===== src/fabric_pkg.sv =====
`default_nettype none

package fabric_pkg;

   ///////////////////////////////////////////////////////////////////////
   // fabric size
   ///////////////////////////////////////////////////////////////////////
   localparam int NUM_CLB       = 4;
   localparam int NUM_PAD_IN    = 4;
   localparam int NUM_PAD_OUT   = 2;
   localparam int NUM_SRC       = NUM_PAD_IN + NUM_CLB;   // pads first, then clb x
   localparam int NUM_CLB_IN    = 5;                      // a, b, c, d, k

   // bus
   localparam int WB_DW         = 32;
   localparam int WB_AW         = 4;
   localparam int NUM_CFG_WORDS = 2 * NUM_CLB + 1;
   localparam int PAD_CFG_ADDR  = 2 * NUM_CLB;

   typedef logic [WB_DW-1:0] cfg_word_t;
   typedef logic [15:0]      lut_mem_t;
   typedef logic [1:0]       sel2_t;
   typedef logic [2:0]       src_sel_t;

   ///////////////////////////////////////////////////////////////////////
   // logic word 2i, lowest bit of each field
   ///////////////////////////////////////////////////////////////////////
   localparam int LUT_LSB  = 0;    // function memory, 16 bits
   localparam int MODE_LSB = 16;
   localparam int O2M_LSB  = 18;   // o2m1_0 at 18 up to o2m3_1 at 23
   localparam int O2M_W    = 6;
   localparam int DQ_LSB   = 24;   // dq1 select, dq2 select above it
   localparam int SET_LSB  = 26;
   localparam int RST_LSB  = 28;
   localparam int EN_LSB   = 30;

   // output and route word 2i+1
   localparam int XSEL_LSB  = 0;
   localparam int YSEL_LSB  = 2;
   localparam int ROUTE_LSB = 4;   // a, b, c, d, k in rising order
   localparam int ROUTE_W   = $bits(src_sel_t);

   // pad word, index 0..3 is clb x, 4..7 is clb y
   localparam int PAD_SEL_LSB = 0;

   // function generator modes
   localparam sel2_t MODE_LUT4   = 2'd0;
   localparam sel2_t MODE_LUT3X2 = 2'd1;

endpackage

`default_nettype wire


===== src/cfg_wb_regs.sv =====
`timescale 1ns/1ps
`default_nettype none

module cfg_wb_regs
   import fabric_pkg::*;
(
   input  logic             KLK,
   input  logic             arst_n,
   input  logic             wb_cyc,
   input  logic             wb_stb,
   input  logic             wb_we,
   input  logic [WB_AW-1:0] wb_adr,
   input  cfg_word_t        wb_dat_w,
   output cfg_word_t        wb_dat_r,
   output logic             wb_ack,
   output cfg_word_t        clb_cfg [2*NUM_CLB],
   output cfg_word_t        pad_cfg
);

   cfg_word_t cfg_mem [NUM_CFG_WORDS];
   logic      req;      // new request, not yet acked
   logic      adr_ok;

   assign req    = wb_cyc & wb_stb & ~wb_ack;
   assign adr_ok = (wb_adr < WB_AW'(NUM_CFG_WORDS));

   ///////////////////////////////////////////////////////////////////////
   // handshake, one cycle from request to ack
   ///////////////////////////////////////////////////////////////////////
   always_ff @(posedge KLK or negedge arst_n)
   begin
      if (!arst_n)
         wb_ack <= 1'b0;
      else
         wb_ack <= req;
   end

   // write lands on the edge that raises ack
   always_ff @(posedge KLK or negedge arst_n)
   begin
      if (!arst_n)
      begin
         for (int w = 0; w < NUM_CFG_WORDS; w++)
            cfg_mem[w] <= '0;
      end
      else if (req && wb_we && adr_ok)
      begin
         cfg_mem[wb_adr] <= wb_dat_w;
      end
   end

   // master holds adr through ack, so read data can come straight from it
   assign wb_dat_r = adr_ok ? cfg_mem[wb_adr] : '0;

   ///////////////////////////////////////////////////////////////////////
   // configuration out to the fabric
   ///////////////////////////////////////////////////////////////////////
   for (genvar w = 0; w < 2 * NUM_CLB; w++)
   begin : g_clb_cfg
      assign clb_cfg[w] = cfg_mem[w];
   end

   assign pad_cfg = cfg_mem[PAD_CFG_ADDR];

endmodule

`default_nettype wire


===== src/clb.sv =====
`timescale 1ns/1ps
`default_nettype none

module clb
   import fabric_pkg::*;
(
   input  logic      KLK,
   input  logic      arst_n,
   input  logic      a,
   input  logic      b,
   input  logic      c,
   input  logic      d,
   input  logic      k,
   input  cfg_word_t logic_cfg,
   input  cfg_word_t out_cfg,
   output logic      x,
   output logic      y,
   output logic      q
);

   lut_mem_t         lut;
   sel2_t            mode;
   logic [O2M_W-1:0] o2m;
   logic             dq1_sel;
   logic             dq2_sel;
   sel2_t            set_sel;
   sel2_t            rst_sel;
   sel2_t            en_sel;
   sel2_t            x_sel;
   sel2_t            y_sel;

   logic             dq1;
   logic             dq2;
   logic             f;
   logic             g;
   logic             s;
   logic             r;
   logic             en;
   logic             q_r;

   ///////////////////////////////////////////////////////////////////////
   // field split
   ///////////////////////////////////////////////////////////////////////
   assign lut     = logic_cfg[LUT_LSB +: $bits(lut_mem_t)];
   assign mode    = logic_cfg[MODE_LSB +: 2];
   assign o2m     = logic_cfg[O2M_LSB +: O2M_W];
   assign dq1_sel = logic_cfg[DQ_LSB];
   assign dq2_sel = logic_cfg[DQ_LSB + 1];
   assign set_sel = logic_cfg[SET_LSB +: 2];
   assign rst_sel = logic_cfg[RST_LSB +: 2];
   assign en_sel  = logic_cfg[EN_LSB +: 2];
   assign x_sel   = out_cfg[XSEL_LSB +: 2];
   assign y_sel   = out_cfg[YSEL_LSB +: 2];

   // feedback from the storage element
   assign dq1 = dq1_sel ? q_r : d;
   assign dq2 = dq2_sel ? q_r : d;

   clb_func_gen u_func_gen (
      .a    (a),
      .b    (b),
      .c    (c),
      .dq1  (dq1),
      .dq2  (dq2),
      .lut  (lut),
      .mode (mode),
      .o2m  (o2m),
      .f    (f),
      .g    (g)
   );

   assign s  = (set_sel == 2'd0) ? a : ((set_sel == 2'd1) ? f : 1'b0);
   assign r  = (rst_sel == 2'd0) ? d : ((rst_sel == 2'd1) ? g : 1'b0);
   assign en = (en_sel == 2'd0)  ? g : ((en_sel == 2'd1)  ? c : k);

   ///////////////////////////////////////////////////////////////////////
   // storage element, reset beats set
   ///////////////////////////////////////////////////////////////////////
   always_ff @(posedge KLK or negedge arst_n)
   begin
      if (!arst_n)
         q_r <= 1'b0;
      else if (en)
      begin
         if (r)
            q_r <= 1'b0;
         else if (s)
            q_r <= 1'b1;
         else
            q_r <= f;
      end
   end

   assign x = (x_sel == 2'd0) ? f   : ((x_sel == 2'd1) ? g : q_r);
   assign y = (y_sel == 2'd0) ? q_r : ((y_sel == 2'd1) ? g : f);
   assign q = q_r;

endmodule

`default_nettype wire


===== src/clb_func_gen.sv =====
`timescale 1ns/1ps
`default_nettype none

module clb_func_gen
   import fabric_pkg::*;
(
   input  logic             a,
   input  logic             b,
   input  logic             c,
   input  logic             dq1,
   input  logic             dq2,
   input  lut_mem_t         lut,
   input  sel2_t            mode,
   input  logic [O2M_W-1:0] o2m,
   output logic             f,
   output logic             g
);

   logic [3:0] idx4;     // one 4-input function
   logic [2:0] idx_f3;   // low half in split mode
   logic [2:0] idx_g3;   // high half in split mode
   logic [3:0] idx5;     // b picks the half
   logic       lut4_out;
   logic       lut5_out;

   assign idx4 = {a, b, c, dq1};

   ///////////////////////////////////////////////////////////////////////
   // input muxes for the two 3-input functions
   ///////////////////////////////////////////////////////////////////////
   assign idx_f3[2] = o2m[0] ? b   : a;
   assign idx_f3[1] = o2m[1] ? c   : b;
   assign idx_f3[0] = o2m[2] ? dq1 : c;

   assign idx_g3[2] = o2m[3] ? b   : a;
   assign idx_g3[1] = o2m[4] ? c   : b;
   assign idx_g3[0] = o2m[5] ? dq2 : c;

   // 5-input form, b is the top address bit
   assign idx5 = b ? {1'b1, a, c, dq2} : {1'b0, a, c, dq1};

   assign lut4_out = lut[idx4];
   assign lut5_out = lut[idx5];

   always_comb
   begin
      case (mode)
         MODE_LUT4:
         begin
            f = lut4_out;
            g = lut4_out;
         end
         MODE_LUT3X2:
         begin
            f = lut[{1'b0, idx_f3}];
            g = lut[{1'b1, idx_g3}];
         end
         default:   // modes 2 and 3 behave the same
         begin
            f = lut5_out;
            g = lut5_out;
         end
      endcase
   end

endmodule

`default_nettype wire


===== src/clb_input_route.sv =====
`timescale 1ns/1ps
`default_nettype none

module clb_input_route
   import fabric_pkg::*;
(
   input  logic [NUM_PAD_IN-1:0]  pad_in,
   input  logic [NUM_CLB-1:0]     clb_x,
   input  logic [NUM_CLB-1:0]     clb_y,
   input  cfg_word_t              route_cfg [NUM_CLB],
   input  cfg_word_t              pad_cfg,
   output logic [NUM_CLB-1:0]     clb_a,
   output logic [NUM_CLB-1:0]     clb_b,
   output logic [NUM_CLB-1:0]     clb_c,
   output logic [NUM_CLB-1:0]     clb_d,
   output logic [NUM_CLB-1:0]     clb_k,
   output logic [NUM_PAD_OUT-1:0] pad_out
);

   logic [2*NUM_CLB-1:0] out_src;   // x outputs low, y outputs high

   ///////////////////////////////////////////////////////////////////////
   // clb inputs, feed-forward only
   ///////////////////////////////////////////////////////////////////////
   for (genvar i = 0; i < NUM_CLB; i++)
   begin : g_clb
      // only clbs below i are visible, the rest read 0
      localparam logic [NUM_CLB-1:0] LOWER_MASK = NUM_CLB'((1 << i) - 1);

      logic [NUM_SRC-1:0]    src;
      logic [NUM_CLB_IN-1:0] ins;

      assign src = {clb_x & LOWER_MASK, pad_in};

      always_comb
      begin
         for (int j = 0; j < NUM_CLB_IN; j++)
            ins[j] = src[src_sel_t'(route_cfg[i][ROUTE_LSB + ROUTE_W*j +: ROUTE_W])];
      end

      assign clb_a[i] = ins[0];
      assign clb_b[i] = ins[1];
      assign clb_c[i] = ins[2];
      assign clb_d[i] = ins[3];
      assign clb_k[i] = ins[4];
   end

   ///////////////////////////////////////////////////////////////////////
   // output pads
   ///////////////////////////////////////////////////////////////////////
   assign out_src = {clb_y, clb_x};

   always_comb
   begin
      for (int p = 0; p < NUM_PAD_OUT; p++)
         pad_out[p] = out_src[src_sel_t'(pad_cfg[PAD_SEL_LSB + ROUTE_W*p +: ROUTE_W])];
   end

endmodule

`default_nettype wire


===== src/fabric_top.sv =====
`timescale 1ns/1ps
`default_nettype none

module fabric_top
   import fabric_pkg::*;
(
   input  logic                   KLK,
   input  logic                   arst_n,
   input  logic                   wb_cyc,
   input  logic                   wb_stb,
   input  logic                   wb_we,
   input  logic [WB_AW-1:0]       wb_adr,
   input  cfg_word_t              wb_dat_w,
   input  logic [WB_DW/8-1:0]     wb_sel,     // full words only
   output cfg_word_t              wb_dat_r,
   output logic                   wb_ack,
   input  logic [NUM_PAD_IN-1:0]  pad_in,
   output logic [NUM_PAD_OUT-1:0] pad_out
);

   cfg_word_t            clb_cfg [2*NUM_CLB];
   cfg_word_t            route_cfg [NUM_CLB];
   cfg_word_t            pad_cfg;
   logic [NUM_CLB-1:0]   clb_a;
   logic [NUM_CLB-1:0]   clb_b;
   logic [NUM_CLB-1:0]   clb_c;
   logic [NUM_CLB-1:0]   clb_d;
   logic [NUM_CLB-1:0]   clb_k;
   logic [NUM_CLB-1:0]   clb_x;
   logic [NUM_CLB-1:0]   clb_y;
   logic [NUM_CLB-1:0]   clb_q;      // storage state, probed from outside

   cfg_wb_regs u_cfg (
      .KLK      (KLK),
      .arst_n   (arst_n),
      .wb_cyc   (wb_cyc),
      .wb_stb   (wb_stb),
      .wb_we    (wb_we),
      .wb_adr   (wb_adr),
      .wb_dat_w (wb_dat_w),
      .wb_dat_r (wb_dat_r),
      .wb_ack   (wb_ack),
      .clb_cfg  (clb_cfg),
      .pad_cfg  (pad_cfg)
   );

   clb_input_route u_route (
      .pad_in    (pad_in),
      .clb_x     (clb_x),
      .clb_y     (clb_y),
      .route_cfg (route_cfg),
      .pad_cfg   (pad_cfg),
      .clb_a     (clb_a),
      .clb_b     (clb_b),
      .clb_c     (clb_c),
      .clb_d     (clb_d),
      .clb_k     (clb_k),
      .pad_out   (pad_out)
   );

   for (genvar i = 0; i < NUM_CLB; i++)
   begin : g_clb
      assign route_cfg[i] = clb_cfg[2*i+1];

      clb u_clb (
         .KLK       (KLK),
         .arst_n    (arst_n),
         .a         (clb_a[i]),
         .b         (clb_b[i]),
         .c         (clb_c[i]),
         .d         (clb_d[i]),
         .k         (clb_k[i]),
         .logic_cfg (clb_cfg[2*i]),
         .out_cfg   (clb_cfg[2*i+1]),
         .x         (clb_x[i]),
         .y         (clb_y[i]),
         .q         (clb_q[i])
      );
   end

endmodule

`default_nettype wire

===== config.mk =====
export PLATFORM = sky130hd
export DESIGN_NAME = fabric_top
export DESIGN_NICKNAME = d
export VERILOG_FILES = /design/src/fabric_pkg.sv /design/src/cfg_wb_regs.sv /design/src/clb.sv /design/src/clb_func_gen.sv /design/src/clb_input_route.sv /design/src/fabric_top.sv
export SDC_FILE = /design/constraint.sdc
export NUM_CORES = 1
export LEC_CHECK = 0
export BUFFER_PORTS_ARGS = -buffer_cell sky130_fd_sc_hd__buf_2
export CAP_MARGIN = 20
export CELL_PAD_IN_SITES_DETAIL_PLACEMENT = 0
export CELL_PAD_IN_SITES_GLOBAL_PLACEMENT = 1
export CORE_ASPECT_RATIO = 0.75
export CORE_MARGIN = 1
export CORE_UTILIZATION = 46
export DETAILED_ROUTE_END_ITERATION = 6
export PLACE_DENSITY_LB_ADDON = 0.1
export SYNTH_ARGS = -nofsm -noshare
export SYNTH_HDL_FRONTEND = slang
export SYNTH_SLANG_ARGS = --single-unit

===== constraint.sdc =====
create_clock -name KLK -period 11.5 [get_ports KLK]
set_input_delay 1.725 -clock KLK [delete_from_list [all_inputs] [get_ports KLK]]
set_output_delay 1.725 -clock KLK [all_outputs]
set_load 0.02 [all_outputs]

==> run metrics <==
post-synthesis cell area=18100 sq um; Final Slew Violations=0; hold crit path type=flip-flop to flip-flop; part of the Yosys area used for sequential elements=40.6%; first-pass GRT wire length=94800 um; Max stage delay on crit path=0.51 ns; n_diodes=0; # DRC=0; die extent in y=174 um; initial antenna violation count=0; Post-Syn Area per Cell=11.8 sq um; CTS sink count=293; I/O Buffers=79; fin cells=2247; CP Data Required Time=9.78 ns; Worst-Skew Late Latency=0.58 ns; static leakage=9.51 nW; vias in the first global route=13900; most numerous cell in the Yosys netlist=dfrtp_1; post-synth cell types=94; final core occ=55.9%; Via density=6.41; Mapped Cells=1531; Worst Setup EP=pad_out[0]; share of cells above drive strength 1=44.6%; CTS tree=built; WL/cell=28.3 um; fin crit period=11.32 ns; startpoint types=primary input; CORE AREA=38500 sq um; CP Class=primary input to output port; top-level I/O count=84; CTS buffer count=31; Reg clk slew, reported paths=0.06 ns; CTS root buf=clkbuf_16; R2R depth=33; setup tns final=0 ns; maximum clock insertion buffer count=3; RSZ-0062 raised after global routing=yes; final setup violating endpoints=0; area grow syn2layout=19.1%; Final ANT Viol Nets=0; routability cong.=0.907; Post-synth EDFFs=0; hpwl dp=46200 um; Detailed Routing Iterations Pass 1=5; R2R Path End=g_clb[3].u_clb.q; initial core utilization=47.0%; yosys warns=0; GRT Util Overall=31.9%; largest area contributor in the synthesized netlist=dfrtp_1; outcome=finished clean; most common flop cell mapped by yosys=dfrtp_1; cell mode on critical path=buf_4; CTS Hold Bufs=0; Worst EP arrival=9.60 ns; top cell type's share of synthesized area=40.6%; Die X-Extent=231 um; Syn Nets=1580; Worst Setup End Kind=output port; largest net degree at the start of global routing=78; #FFs+latches synth=293; maximum clock frequency=88.3 MHz; final hold violations=0; die area=40100 sq um; GR Overflow Total=0; FFs w/ async S/R, synth=100%; Critical-path top delay cell=or4_1; initial DRC count=1293; Worst-Margin Slew=1.06 ns; pwr/cell area=175 nW/um^2; Final #Nets=1764; CP max FO=5; Area contributors post-synth=dfrtp_1 41%, mux2_2 18%, mux4_2 10%, mux2i_1 6.4%, nand2_1 2.4%; Slew headroom=29.3%; final WL=63600 um; reg-to-reg slack, setup=3.03 ns; DP Cell Count=2170; H-tree depth=1; # Max-Cap Violations=0; Tcrit/Tclk final=98.5%; CP startpoint=pad_in[2]; Clock Skew=0.00971 ns; Final Power=3.77 mW; via count=14400; r2r startpoint=u_cfg.clb_cfg[202]; Rows=62; peak supply drop=0.000127 V; Commonest cells post-synth=293 x dfrtp_1, 291 x mux2_2, 117 x nand2_1, 116 x mux2i_1, 81 x mux4_2
cell families (layout without fill, tap and decap cells):
family	count (synthesis)	count (layout)	synth area share, %
AND/OR/NAND/NOR	337	337	9.41
flip-flops	293	293	40.6
AO/OA/AOI/OAI	280	281	11.7
multiplexers	497	497	35.4
buffers and inverters	124	327	2.89
timing repair:
item	4_1_cts	5_1_grt
resized for setup	15	91
setup buffers	8	16
setup endpoints to repair	2	2
pin swaps	6	47
cloned	0	1
endpoints found under the hold margin	0	0
sequential cells by signal, indices dropped and copies added (netlist names):
name           count
u_cfg.clb_cfg    256
u_cfg.pad_cfg     32
g_clb.u_clb.q      4
u_cfg.wb_ack       1
stage by stage:
stage          setup WS, ns  area [sq um]  hold WS [ns]
3_5_place_dp         -0.364         19800         0.432
2_1_floorplan         0.332         18100         0.475
3_3_place_gp         -0.301         19800         0.433
4_1_cts             0.00793         20900         0.452
5_1_grt             -0.0923         21500         0.487
6_report              0.177         21500         0.454
final cells by class:
| type | count | area (sq um) |
|---|---|---|
| inverters | 31 | 116 |
| flip-flops and latches | 293 | 7330 |
| fillers | 3350 | 17000 |
| repair buffers | 243 | 1720 |
| clock buffers | 44 | 875 |
| multi-input cells | 1115 | 10800 |
| clock inverters | 9 | 57.6 |
| well taps | 512 | 641 |
worst max-delay path: cells and delay by family:
kind,cells,cell delay [ns]
mux,5,1.43
buf+inv,6,1.05
simple gates,7,1.55
compound gates,14,3.82
cells in the final DEF, fill, tap and decap left out, drive strengths merged, types with 15 or more instances in the layout:
master and count:
a21oi 25, buf 243, clkbuf 44, dfrtp 293
inv 32, mux2 298, mux2i 118, mux4 81
nand2 117, nand2b 17, nand3 26, nor2 61
nor2b 19, nor3 27, o211ai 18, o21ai 84
o31ai 15
where the power goes:
| part | internal (mW) | switching (mW) |
|---|---|---|
| Sequential | 1.16 | 0.202 |
| Combinational | 0.701 | 0.758 |
| Clock | 0.525 | 0.423 |
routing by layer:
metal	wire length (um)	GRT usage (%)	up-vias	part of all wire [%]
li1	-	-	6261	-
met1	29800	48.3	7553	47
met2	27100	46.6	504	43
met3	4730	6.50	90	7.4
met4	1930	8.06	0	3.0
met5	0	0	-	0
how the worst min path moves through the flow:
stage,start,end,slack (ns),cells after the start
after floorplan,u_cfg.clb_cfg[95],u_cfg.clb_cfg[95],0.48,1
after global placement,u_cfg.wb_ack,u_cfg.wb_ack,0.43,1
after global routing,u_cfg.wb_ack,u_cfg.wb_ack,0.49,1
final,u_cfg.wb_ack,u_cfg.wb_ack,0.45,1
after detailed placement,u_cfg.wb_ack,u_cfg.wb_ack,0.43,1
after CTS,u_cfg.wb_ack,u_cfg.wb_ack,0.45,1
No activity file was read; power rests on OpenSTA's default activity.
